[config.mk]
export PLATFORM = sky130hd
export DESIGN_NAME = data_obi_interface
export DESIGN_NICKNAME = d
export VERILOG_FILES = /design/src/obi_pkg.sv /design/src/data_obi_interface.sv /design/src/obi_integrity_fifo.sv /design/src/obi_rchk_check.sv
export SDC_FILE = /design/constraint.sdc
export NUM_CORES = 1
export LEC_CHECK = 0
export BUFFER_PORTS_ARGS = -buffer_cell sky130_fd_sc_hd__buf_2
export CORE_AREA = 4 4 102 104
export CTS_BUF_LIST = sky130_fd_sc_hd__clkbuf_16
export CTS_CLUSTER_SIZE = 16
export DETAILED_ROUTE_END_ITERATION = 10
export DIE_AREA = 0 0 106 108
export PLACE_DENSITY_LB_ADDON = 0.12
export SLEW_MARGIN = 5
export SYNTH_ARGS = -nofsm -noshare
export SYNTH_HDL_FRONTEND = slang
export SYNTH_HIERARCHICAL = 1
export SYNTH_SLANG_ARGS = --single-unit
[constraint.sdc]
create_clock -name clk -period 3.45 [get_ports clk]
set_input_delay 0.69 -clock clk [delete_from_list [all_inputs] [get_ports clk]]
set_output_delay 0.69 -clock clk [all_outputs]
set_load 0.01 [all_outputs]
[src/obi_pkg.sv]
// OBI data-side adapter package
// Shared field widths, A and R channel payload structs,
// security control and integrity FIFO sizing

package obi_pkg;

  //////////////////////////////////////////////////////////////////////
  // Integrity FIFO sizing
  //////////////////////////////////////////////////////////////////////

  // Transfers in flight between grant and response
  localparam int unsigned MAX_OUTSTANDING = 2;

  // Occupancy runs from 0 up to MAX_OUTSTANDING inclusive
  localparam int unsigned OUTSTANDING_CNT_W = $clog2(MAX_OUTSTANDING + 1);

  // Read and write pointer width, never below one bit
  localparam int unsigned FIFO_PTR_W = (MAX_OUTSTANDING > 1) ? $clog2(MAX_OUTSTANDING) : 1;

  //////////////////////////////////////////////////////////////////////
  // Field widths
  //////////////////////////////////////////////////////////////////////

  typedef logic [31:0] addr_t;
  typedef logic [31:0] data_t;
  typedef logic [3:0]  be_t;
  typedef logic [2:0]  prot_t;
  typedef logic [1:0]  memtype_t;

  // Address phase checksum over the A channel payload
  typedef logic [11:0] achk_t;
  // Response checksum over rdata, err and exokay
  typedef logic [4:0]  rchk_t;

  typedef logic [OUTSTANDING_CNT_W-1:0] outstanding_cnt_t;
  typedef logic [FIFO_PTR_W-1:0]        fifo_ptr_t;

  //////////////////////////////////////////////////////////////////////
  // OBI payloads
  //////////////////////////////////////////////////////////////////////

  // A channel payload
  typedef struct packed {
    addr_t    addr;
    logic     we;
    be_t      be;
    data_t    wdata;
    prot_t    prot;
    memtype_t memtype;
    logic     dbg;
    logic     integrity;
    achk_t    achk;      // driven by the adapter
  } obi_data_req_t;

  // R channel payload plus the adapter's integrity flags
  typedef struct packed {
    data_t rdata;
    logic  err;
    logic  exokay;
    rchk_t rchk;
    logic  integrity_err;  // set by the adapter
    logic  integrity;      // set by the adapter
  } obi_data_resp_t;

  // Grant with its parity
  typedef struct packed {
    logic gnt;
    logic gntpar;
  } obi_a_resp_t;

  // Response valid with its parity
  typedef struct packed {
    logic rvalid;
    logic rvalidpar;
  } obi_r_valid_t;

  // Security control
  typedef struct packed {
    logic rchk_en;
  } xsecure_ctrl_t;

  // Per-transfer flags captured at grant time
  typedef struct packed {
    logic gntpar_err;
    logic integrity;
  } obi_integrity_entry_t;

endpackage

[src/data_obi_interface.sv]
// Data-side OBI adapter
// Maps transaction requests onto the OBI A channel with achk,
// passes R channel responses back with integrity flags and
// raises a major alert on parity, checksum or protocol faults

module data_obi_interface (
  input  logic                    clk,
  input  logic                    rst_n_i,

  // Transaction request
  input  logic                    trans_valid_i,
  output logic                    trans_ready_o,
  input  obi_pkg::obi_data_req_t  trans_i,

  // Transaction response, consumer always ready
  output logic                    resp_valid_o,
  output obi_pkg::obi_data_resp_t resp_o,

  output logic                    alert_major_o,

  input  obi_pkg::xsecure_ctrl_t  xsecure_ctrl_i,

  // OBI A channel
  output logic                    obi_req_o,
  output logic                    obi_reqpar_o,
  output obi_pkg::obi_data_req_t  obi_a_o,
  input  obi_pkg::obi_a_resp_t    obi_a_resp_i,

  // OBI R channel
  input  obi_pkg::obi_r_valid_t   obi_r_valid_i,
  input  obi_pkg::obi_data_resp_t obi_r_i
);

  // Immediate parity faults
  logic gntpar_err;
  logic rvalidpar_err;

  // Flags of the transfer being answered
  logic gntpar_err_resp;
  logic integrity_resp;
  logic rchk_err_resp;

  // rvalid with nothing outstanding
  logic protocol_err;

  //////////////////////////////////////////////////////////////////////
  // A channel
  //////////////////////////////////////////////////////////////////////

  // Source holds the request stable until granted
  assign obi_req_o     = trans_valid_i;
  assign obi_reqpar_o  = !trans_valid_i;
  assign trans_ready_o = obi_a_resp_i.gnt;

  always_comb begin
    obi_a_o = trans_i;
    // Even parity per wdata byte
    obi_a_o.achk[11] = ^trans_i.wdata[31:24];
    obi_a_o.achk[10] = ^trans_i.wdata[23:16];
    obi_a_o.achk[9]  = ^trans_i.wdata[15:8];
    obi_a_o.achk[8]  = ^trans_i.wdata[7:0];
    // atop is tied to zero
    obi_a_o.achk[7]  = ^6'b0;
    // Odd parity on attributes
    obi_a_o.achk[6]  = ~^trans_i.dbg;
    obi_a_o.achk[5]  = ~^{trans_i.be, trans_i.we};
    obi_a_o.achk[4]  = ~^{trans_i.prot, trans_i.memtype};
    // Even parity per address byte
    obi_a_o.achk[3]  = ^trans_i.addr[31:24];
    obi_a_o.achk[2]  = ^trans_i.addr[23:16];
    obi_a_o.achk[1]  = ^trans_i.addr[15:8];
    obi_a_o.achk[0]  = ^trans_i.addr[7:0];
  end

  //////////////////////////////////////////////////////////////////////
  // R channel
  //////////////////////////////////////////////////////////////////////

  assign resp_valid_o = obi_r_valid_i.rvalid;

  always_comb begin
    resp_o               = obi_r_i;
    resp_o.integrity_err = rvalidpar_err || gntpar_err_resp || rchk_err_resp;
    resp_o.integrity     = integrity_resp;
  end

  //////////////////////////////////////////////////////////////////////
  // Integrity checks
  //////////////////////////////////////////////////////////////////////

  // Parity is the inverse, so equality is an error
  assign gntpar_err    = (obi_a_resp_i.gnt == obi_a_resp_i.gntpar);
  assign rvalidpar_err = (obi_r_valid_i.rvalid == obi_r_valid_i.rvalidpar);

  obi_integrity_fifo integrity_fifo_i (
    .clk               (clk),
    .rst_n_i           (rst_n_i),
    .gntpar_err_i      (gntpar_err),
    .trans_integrity_i (trans_i.integrity),
    .xsecure_ctrl_i    (xsecure_ctrl_i),
    .obi_req_i         (obi_req_o),
    .obi_gnt_i         (obi_a_resp_i.gnt),
    .obi_rvalid_i      (obi_r_valid_i.rvalid),
    .obi_resp_i        (obi_r_i),
    .gntpar_err_resp_o (gntpar_err_resp),
    .integrity_resp_o  (integrity_resp),
    .rchk_err_resp_o   (rchk_err_resp),
    .protocol_err_o    (protocol_err)
  );

  // Any fault raises the alert in the cycle it is seen
  assign alert_major_o = gntpar_err || rvalidpar_err || rchk_err_resp || protocol_err;

endmodule

[src/obi_integrity_fifo.sv]
// OBI integrity FIFO
// Captures per-transfer flags at grant time and presents them when
// the matching in-order response returns. Also qualifies the rchk
// check and flags responses that arrive with nothing outstanding

module obi_integrity_fifo (
  input  logic                    clk,
  input  logic                    rst_n_i,

  // Grant-time properties
  input  logic                    gntpar_err_i,
  input  logic                    trans_integrity_i,

  input  obi_pkg::xsecure_ctrl_t  xsecure_ctrl_i,

  // OBI handshake and response payload
  input  logic                    obi_req_i,
  input  logic                    obi_gnt_i,
  input  logic                    obi_rvalid_i,
  input  obi_pkg::obi_data_resp_t obi_resp_i,

  // Response-time flags
  output logic                    gntpar_err_resp_o,
  output logic                    integrity_resp_o,
  output logic                    rchk_err_resp_o,
  output logic                    protocol_err_o
);

  // Flag storage has no reset
  obi_pkg::obi_integrity_entry_t fifo_q [obi_pkg::MAX_OUTSTANDING];

  obi_pkg::fifo_ptr_t        wptr_q;
  obi_pkg::fifo_ptr_t        rptr_q;
  obi_pkg::outstanding_cnt_t cnt_q;

  obi_pkg::obi_integrity_entry_t wr_entry;
  obi_pkg::obi_integrity_entry_t head;

  logic empty;
  logic full;
  logic push;
  logic pop;
  logic head_valid;
  logic rchk_err;

  // Circular pointer advance
  function automatic obi_pkg::fifo_ptr_t ptr_inc(obi_pkg::fifo_ptr_t ptr);
    obi_pkg::fifo_ptr_t nxt;
    if (ptr == obi_pkg::fifo_ptr_t'(obi_pkg::MAX_OUTSTANDING - 1)) begin
      nxt = '0;
    end else begin
      nxt = ptr + 1'b1;
    end
    return nxt;
  endfunction

  //////////////////////////////////////////////////////////////////////
  // Push and pop control
  //////////////////////////////////////////////////////////////////////

  assign empty = (cnt_q == '0);
  assign full  = (cnt_q == obi_pkg::outstanding_cnt_t'(obi_pkg::MAX_OUTSTANDING));

  // Granted transfer, kept in bounds when full and not draining
  assign push = obi_req_i && obi_gnt_i && (!full || pop);

  // Only a response that matches an outstanding transfer pops
  assign pop = obi_rvalid_i && !empty;

  // Entry captured at the grant
  assign wr_entry.gntpar_err = gntpar_err_i;
  assign wr_entry.integrity  = trans_integrity_i;

  always_ff @(posedge clk or negedge rst_n_i) begin
    if (!rst_n_i) begin
      wptr_q <= '0;
      rptr_q <= '0;
      cnt_q  <= '0;
    end else begin
      if (push) begin
        wptr_q <= ptr_inc(wptr_q);
      end
      if (pop) begin
        rptr_q <= ptr_inc(rptr_q);
      end
      // Occupancy holds on simultaneous push and pop
      case ({push, pop})
        2'b10:   cnt_q <= cnt_q + 1'b1;
        2'b01:   cnt_q <= cnt_q - 1'b1;
        default: cnt_q <= cnt_q;
      endcase
    end
  end

  always_ff @(posedge clk) begin
    if (push) begin
      fifo_q[wptr_q] <= wr_entry;
    end
  end

  //////////////////////////////////////////////////////////////////////
  // Response side
  //////////////////////////////////////////////////////////////////////

  // Head is read combinationally
  assign head       = fifo_q[rptr_q];
  assign head_valid = obi_rvalid_i && !empty;

  obi_rchk_check rchk_check_i (
    .resp_i     (obi_resp_i),
    .rchk_err_o (rchk_err)
  );

  assign gntpar_err_resp_o = head_valid && head.gntpar_err;
  assign integrity_resp_o  = head_valid && head.integrity;

  // rchk only counts for integrity transfers with checking enabled
  assign rchk_err_resp_o = head_valid && head.integrity &&
                           xsecure_ctrl_i.rchk_en && rchk_err;

  // Response with no transfer outstanding
  assign protocol_err_o = obi_rvalid_i && empty;

endmodule

[src/obi_rchk_check.sv]
// OBI response checksum checker
// Recomputes rchk from rdata, err and exokay and flags a mismatch
// with the received value. Purely combinational

module obi_rchk_check (
  input  obi_pkg::obi_data_resp_t resp_i,
  output logic                    rchk_err_o
);

  obi_pkg::rchk_t rchk_exp;

  //////////////////////////////////////////////////////////////////////
  // Expected checksum
  //////////////////////////////////////////////////////////////////////

  always_comb begin
    // Odd parity over the status bits
    rchk_exp[4] = ~^{resp_i.err, resp_i.exokay};
    // Even parity per rdata byte
    rchk_exp[3] = ^resp_i.rdata[31:24];
    rchk_exp[2] = ^resp_i.rdata[23:16];
    rchk_exp[1] = ^resp_i.rdata[15:8];
    rchk_exp[0] = ^resp_i.rdata[7:0];
  end

  // Raw mismatch
  // Qualified by rvalid, integrity and rchk_en downstream
  assign rchk_err_o = (rchk_exp != resp_i.rchk);

endmodule

==> flow_metrics.py <==
metrics = {
    "status": {
        "outcome": "finished clean",
    },
    "synth": {
        "ys_warn_count": 6,
        "synth-seq-area-share": 0.09949,
        "synth-compound-area-share": 0.01583,
        "synthesis.area_mm2": 0.002213,
        "synth-seq-cells": 8,
        "synth_mux_area_frac": 0.009045,
        "synth_area_per_cell_um2": 8.749,
        "ys_top_cells_by_count": "buf_4, xnor2_1, xor2_1, nor2_1",
        "async_reset_ff_frac": 0.5000,
        "synth_fa_ha_area_frac": 0.005653,
        "yosysTopAreaCell": "buf_4",
        "synth_top_family_by_area": "XOR/XNOR gates",
        "synth_cell_type_count": 20,
        "ys.flop_type": "edfxtp_1",
        "synth_top_area_frac": 0.4070,
        "synth_xor_area_frac": 0.4268,
        "synth_most_common_cell": "buf_4",
        "syn_inst": 253,
        "yosys.area_share.simple": 0.02600,
        "syn_nets": 391,
        "synth-edff-count": 4,
        "synthTopCellsByArea": "buf_4, xnor2_1, xor2_1",
    },
    "worst_setup_path": {
        "path_class": "in -> out",
        "path_max_fanout": 2,
        "crit_buf_inv": 2,
        "cp.arrival_ns": 2.64,
        "start_kind": "primary input",
        "crit_top_cell": "buf_2",
        "reg2reg_slack_ns": 1.93,
        "crit_required_ns": 2.76,
        "slowest_delay_ns": 0.50,
        "r2r_end": "integrity_fifo_i/cnt_q[1]",
        "critPathCaptureType": "output pin",
        "r2r_start": "integrity_fifo_i/cnt_q[0]",
        "reg2reg_depth": 4,
        "crit_chain": "buf_2 > xnor2_2 > xnor3_1 > xnor2_1 > nor2_1 > nand4_1 > and3_1 > or4_1 > buf_2",
        "critical_path.slowest_cell": "or4_1",
        "cpLargestDelayFamily": "simple AND/OR/NAND/NOR gates",
        "path_depth": 9,
    },
    "final_layout": {
        "drive_gt1_frac": 0.6760,
        "final_cells": 525,
        "fillerInstances": 1053,
        "regArea_um2": 220.2,
        "diodes": 0,
        "syn2layout_area_growth_pct": 28.38,
        "final_cell_area_mm2": 0.002841,
        "multiInputGateArea_mm2": 0.001081,
        "layout.nets": 531,
    },
    "clock_tree": {
        "clockBufferDepth": 2,
        "numCtsBuffers": 3,
        "post_cts_buffers": 0,
        "cts_tree": "done",
        "htreeDepth": 1,
        "clk_pin_slew_ns": 0.04,
        "root_buffer": "clkbuf_16",
        "worst_skew_pair.late_latency_ns": 0.23,
        "cts_sinks": 8,
    },
    "placed_design": {
        "place_hpwl_um": 5558,
        "place.gp.congestion": 0.7644,
        "dpl_cell_area_mm2": 0.002755,
        "post-place-cells": 521,
        "portBuffers": 255,
    },
    "sta": {
        "fin_tns_setup_ns": 0,
        "finalHoldViolCount": 0,
        "rsz0062_at_grt": "false",
        "setup_viol": 0,
        "drv_slew": 0,
        "clock.fmax_mhz": 300.4,
        "fin_skew_ns": 0.0001250,
        "fin_crit_sh": 0.9651,
        "holdWs_ns": 0.2641,
        "period_needed_ns": 3.329,
    },
    "pwr": {
        "vdd_drop_max_mv": 0.2350,
        "p_leak_uw": 0.001495,
        "p_per_area_mw_per_mm2": 343.0,
    },
    "floorplan": {
        "rows": 36,
        "core_area_mm2": 0.009549,
        "ios": 271,
        "die-area_mm2": 0.01145,
        "die_y_um": 108,
        "die_x_um": 106,
        "initial_core_util": 0.2318,
    },
    "global_route": {
        "grt_pass1_wl_um": 7941,
        "grt_pass1_vias": 1754,
        "grt.overflow.total": 0,
        "antenna_found_initial": 0,
        "track_usage": 0.08502,
        "grt_max_degree": 6,
    },
    "drt": {
        "wl_per_cell_um": 11.12,
        "drtAntennaViolNets": 0,
        "drc_errors": 0,
        "first_pass_iters": 4,
        "vias_per_cell": 3.560,
        "vias": 1869,
        "drt_iter0_drc": 38,
        "wl_um": 5836,
    },
    "run": {
        "drv_cap": 0,
    },
    "hold_path": {
        "hp-class": "in -> async",
    },
}
-- flip-flops by register name (all words and copies together) (netlist names) --
| name | flops |
|---|---|
| integrity_fifo_i/fifo_q | 4 |
| integrity_fifo_i/cnt_q | 2 |
| integrity_fifo_i/rptr_q | 1 |
| integrity_fifo_i/wptr_q | 1 |
-- worst reg2reg max path, stage by stage, from the launching register on --
cell and delay [ns]:
dfrtp_1 0.46, o311ai_4 0.40, ha_1 0.31, nor2_1 0.14, xnor2_1 0.13
-- cell usage in the layout (no fill, tap or decap), types with 2 or more instances in the layout --
cell type,instances
xor2_1,14
clkbuf_16,3
inv_1,5
nor2_1,6
dfrtp_1,4
edfxtp_1,4
xnor3_1,2
xnor2_1,84
buf_2,255
xnor2_2,3
mux2i_1,2
-- cell type report --
class	count	area share
repair buffers	255	0.4491
clock inverters	1	0.001321
well taps	133	0.05856
clock buffers	3	0.02642
multi-input cells	120	0.3804
inverters	5	0.006605
flip-flops and latches	8	0.07750
-- where the power goes --
group	internal, µW	leakage, µW	switching [µW]
Sequential	134	0.0000832	36.3
Clock	151	0.0000423	42.4
Combinational	321	0.00137	291
-- per-layer routing --
layer,wire length (µm),track usage,vias up
li1,-,-,941
met1,2012,0.09301,788
met4,27,0.01110,0
met5,0,0,-
met3,608,0.02030,2
met2,3188,0.1694,138
-- timing repair --
action,4_1_cts,5_1_grt
setup endpoints to repair,0,1
resized for setup,0,1
hold buffers,0,0
-- cell families after synthesis --
group	Yosys count
DFF	8
adders and majority gates	1
buffers and inverters	125
xor gates and xnor gates	103
AOI/OAI and AO/OA	2
and+or+nand+nor	11
other	1
muxes	2
-- stage by stage --
stage | total power [µW] | utilization | setup WS, ns
finish | 974.6 | 0.2976 | 0.1206
global route | 1058 | 0.2976 | 0.003482
CTS | 998.2 | 0.2968 | 0.01822
detailed placement | 794.7 | 0.2885 | 0.03056
global placement | 796.5 | 0.2885 | 0.08100
floorplan | 630.6 | - | 0.5035
-- worst max-delay path by stage --
| stage | startpoint | to | slack [ns] |
|---|---|---|---|
| global placement | obi_r_i[19] | alert_major_o | 0.08 |
| finish | obi_r_i[37] | alert_major_o | 0.12 |
| detailed placement | obi_r_i[35] | alert_major_o | 0.03 |
| global route | obi_r_i[19] | alert_major_o | 0.003 |
| CTS | obi_r_i[35] | alert_major_o | 0.02 |
| floorplan | obi_r_i[19] | alert_major_o | 0.50 |
Note: power is estimated with default switching activity, not from simulation.
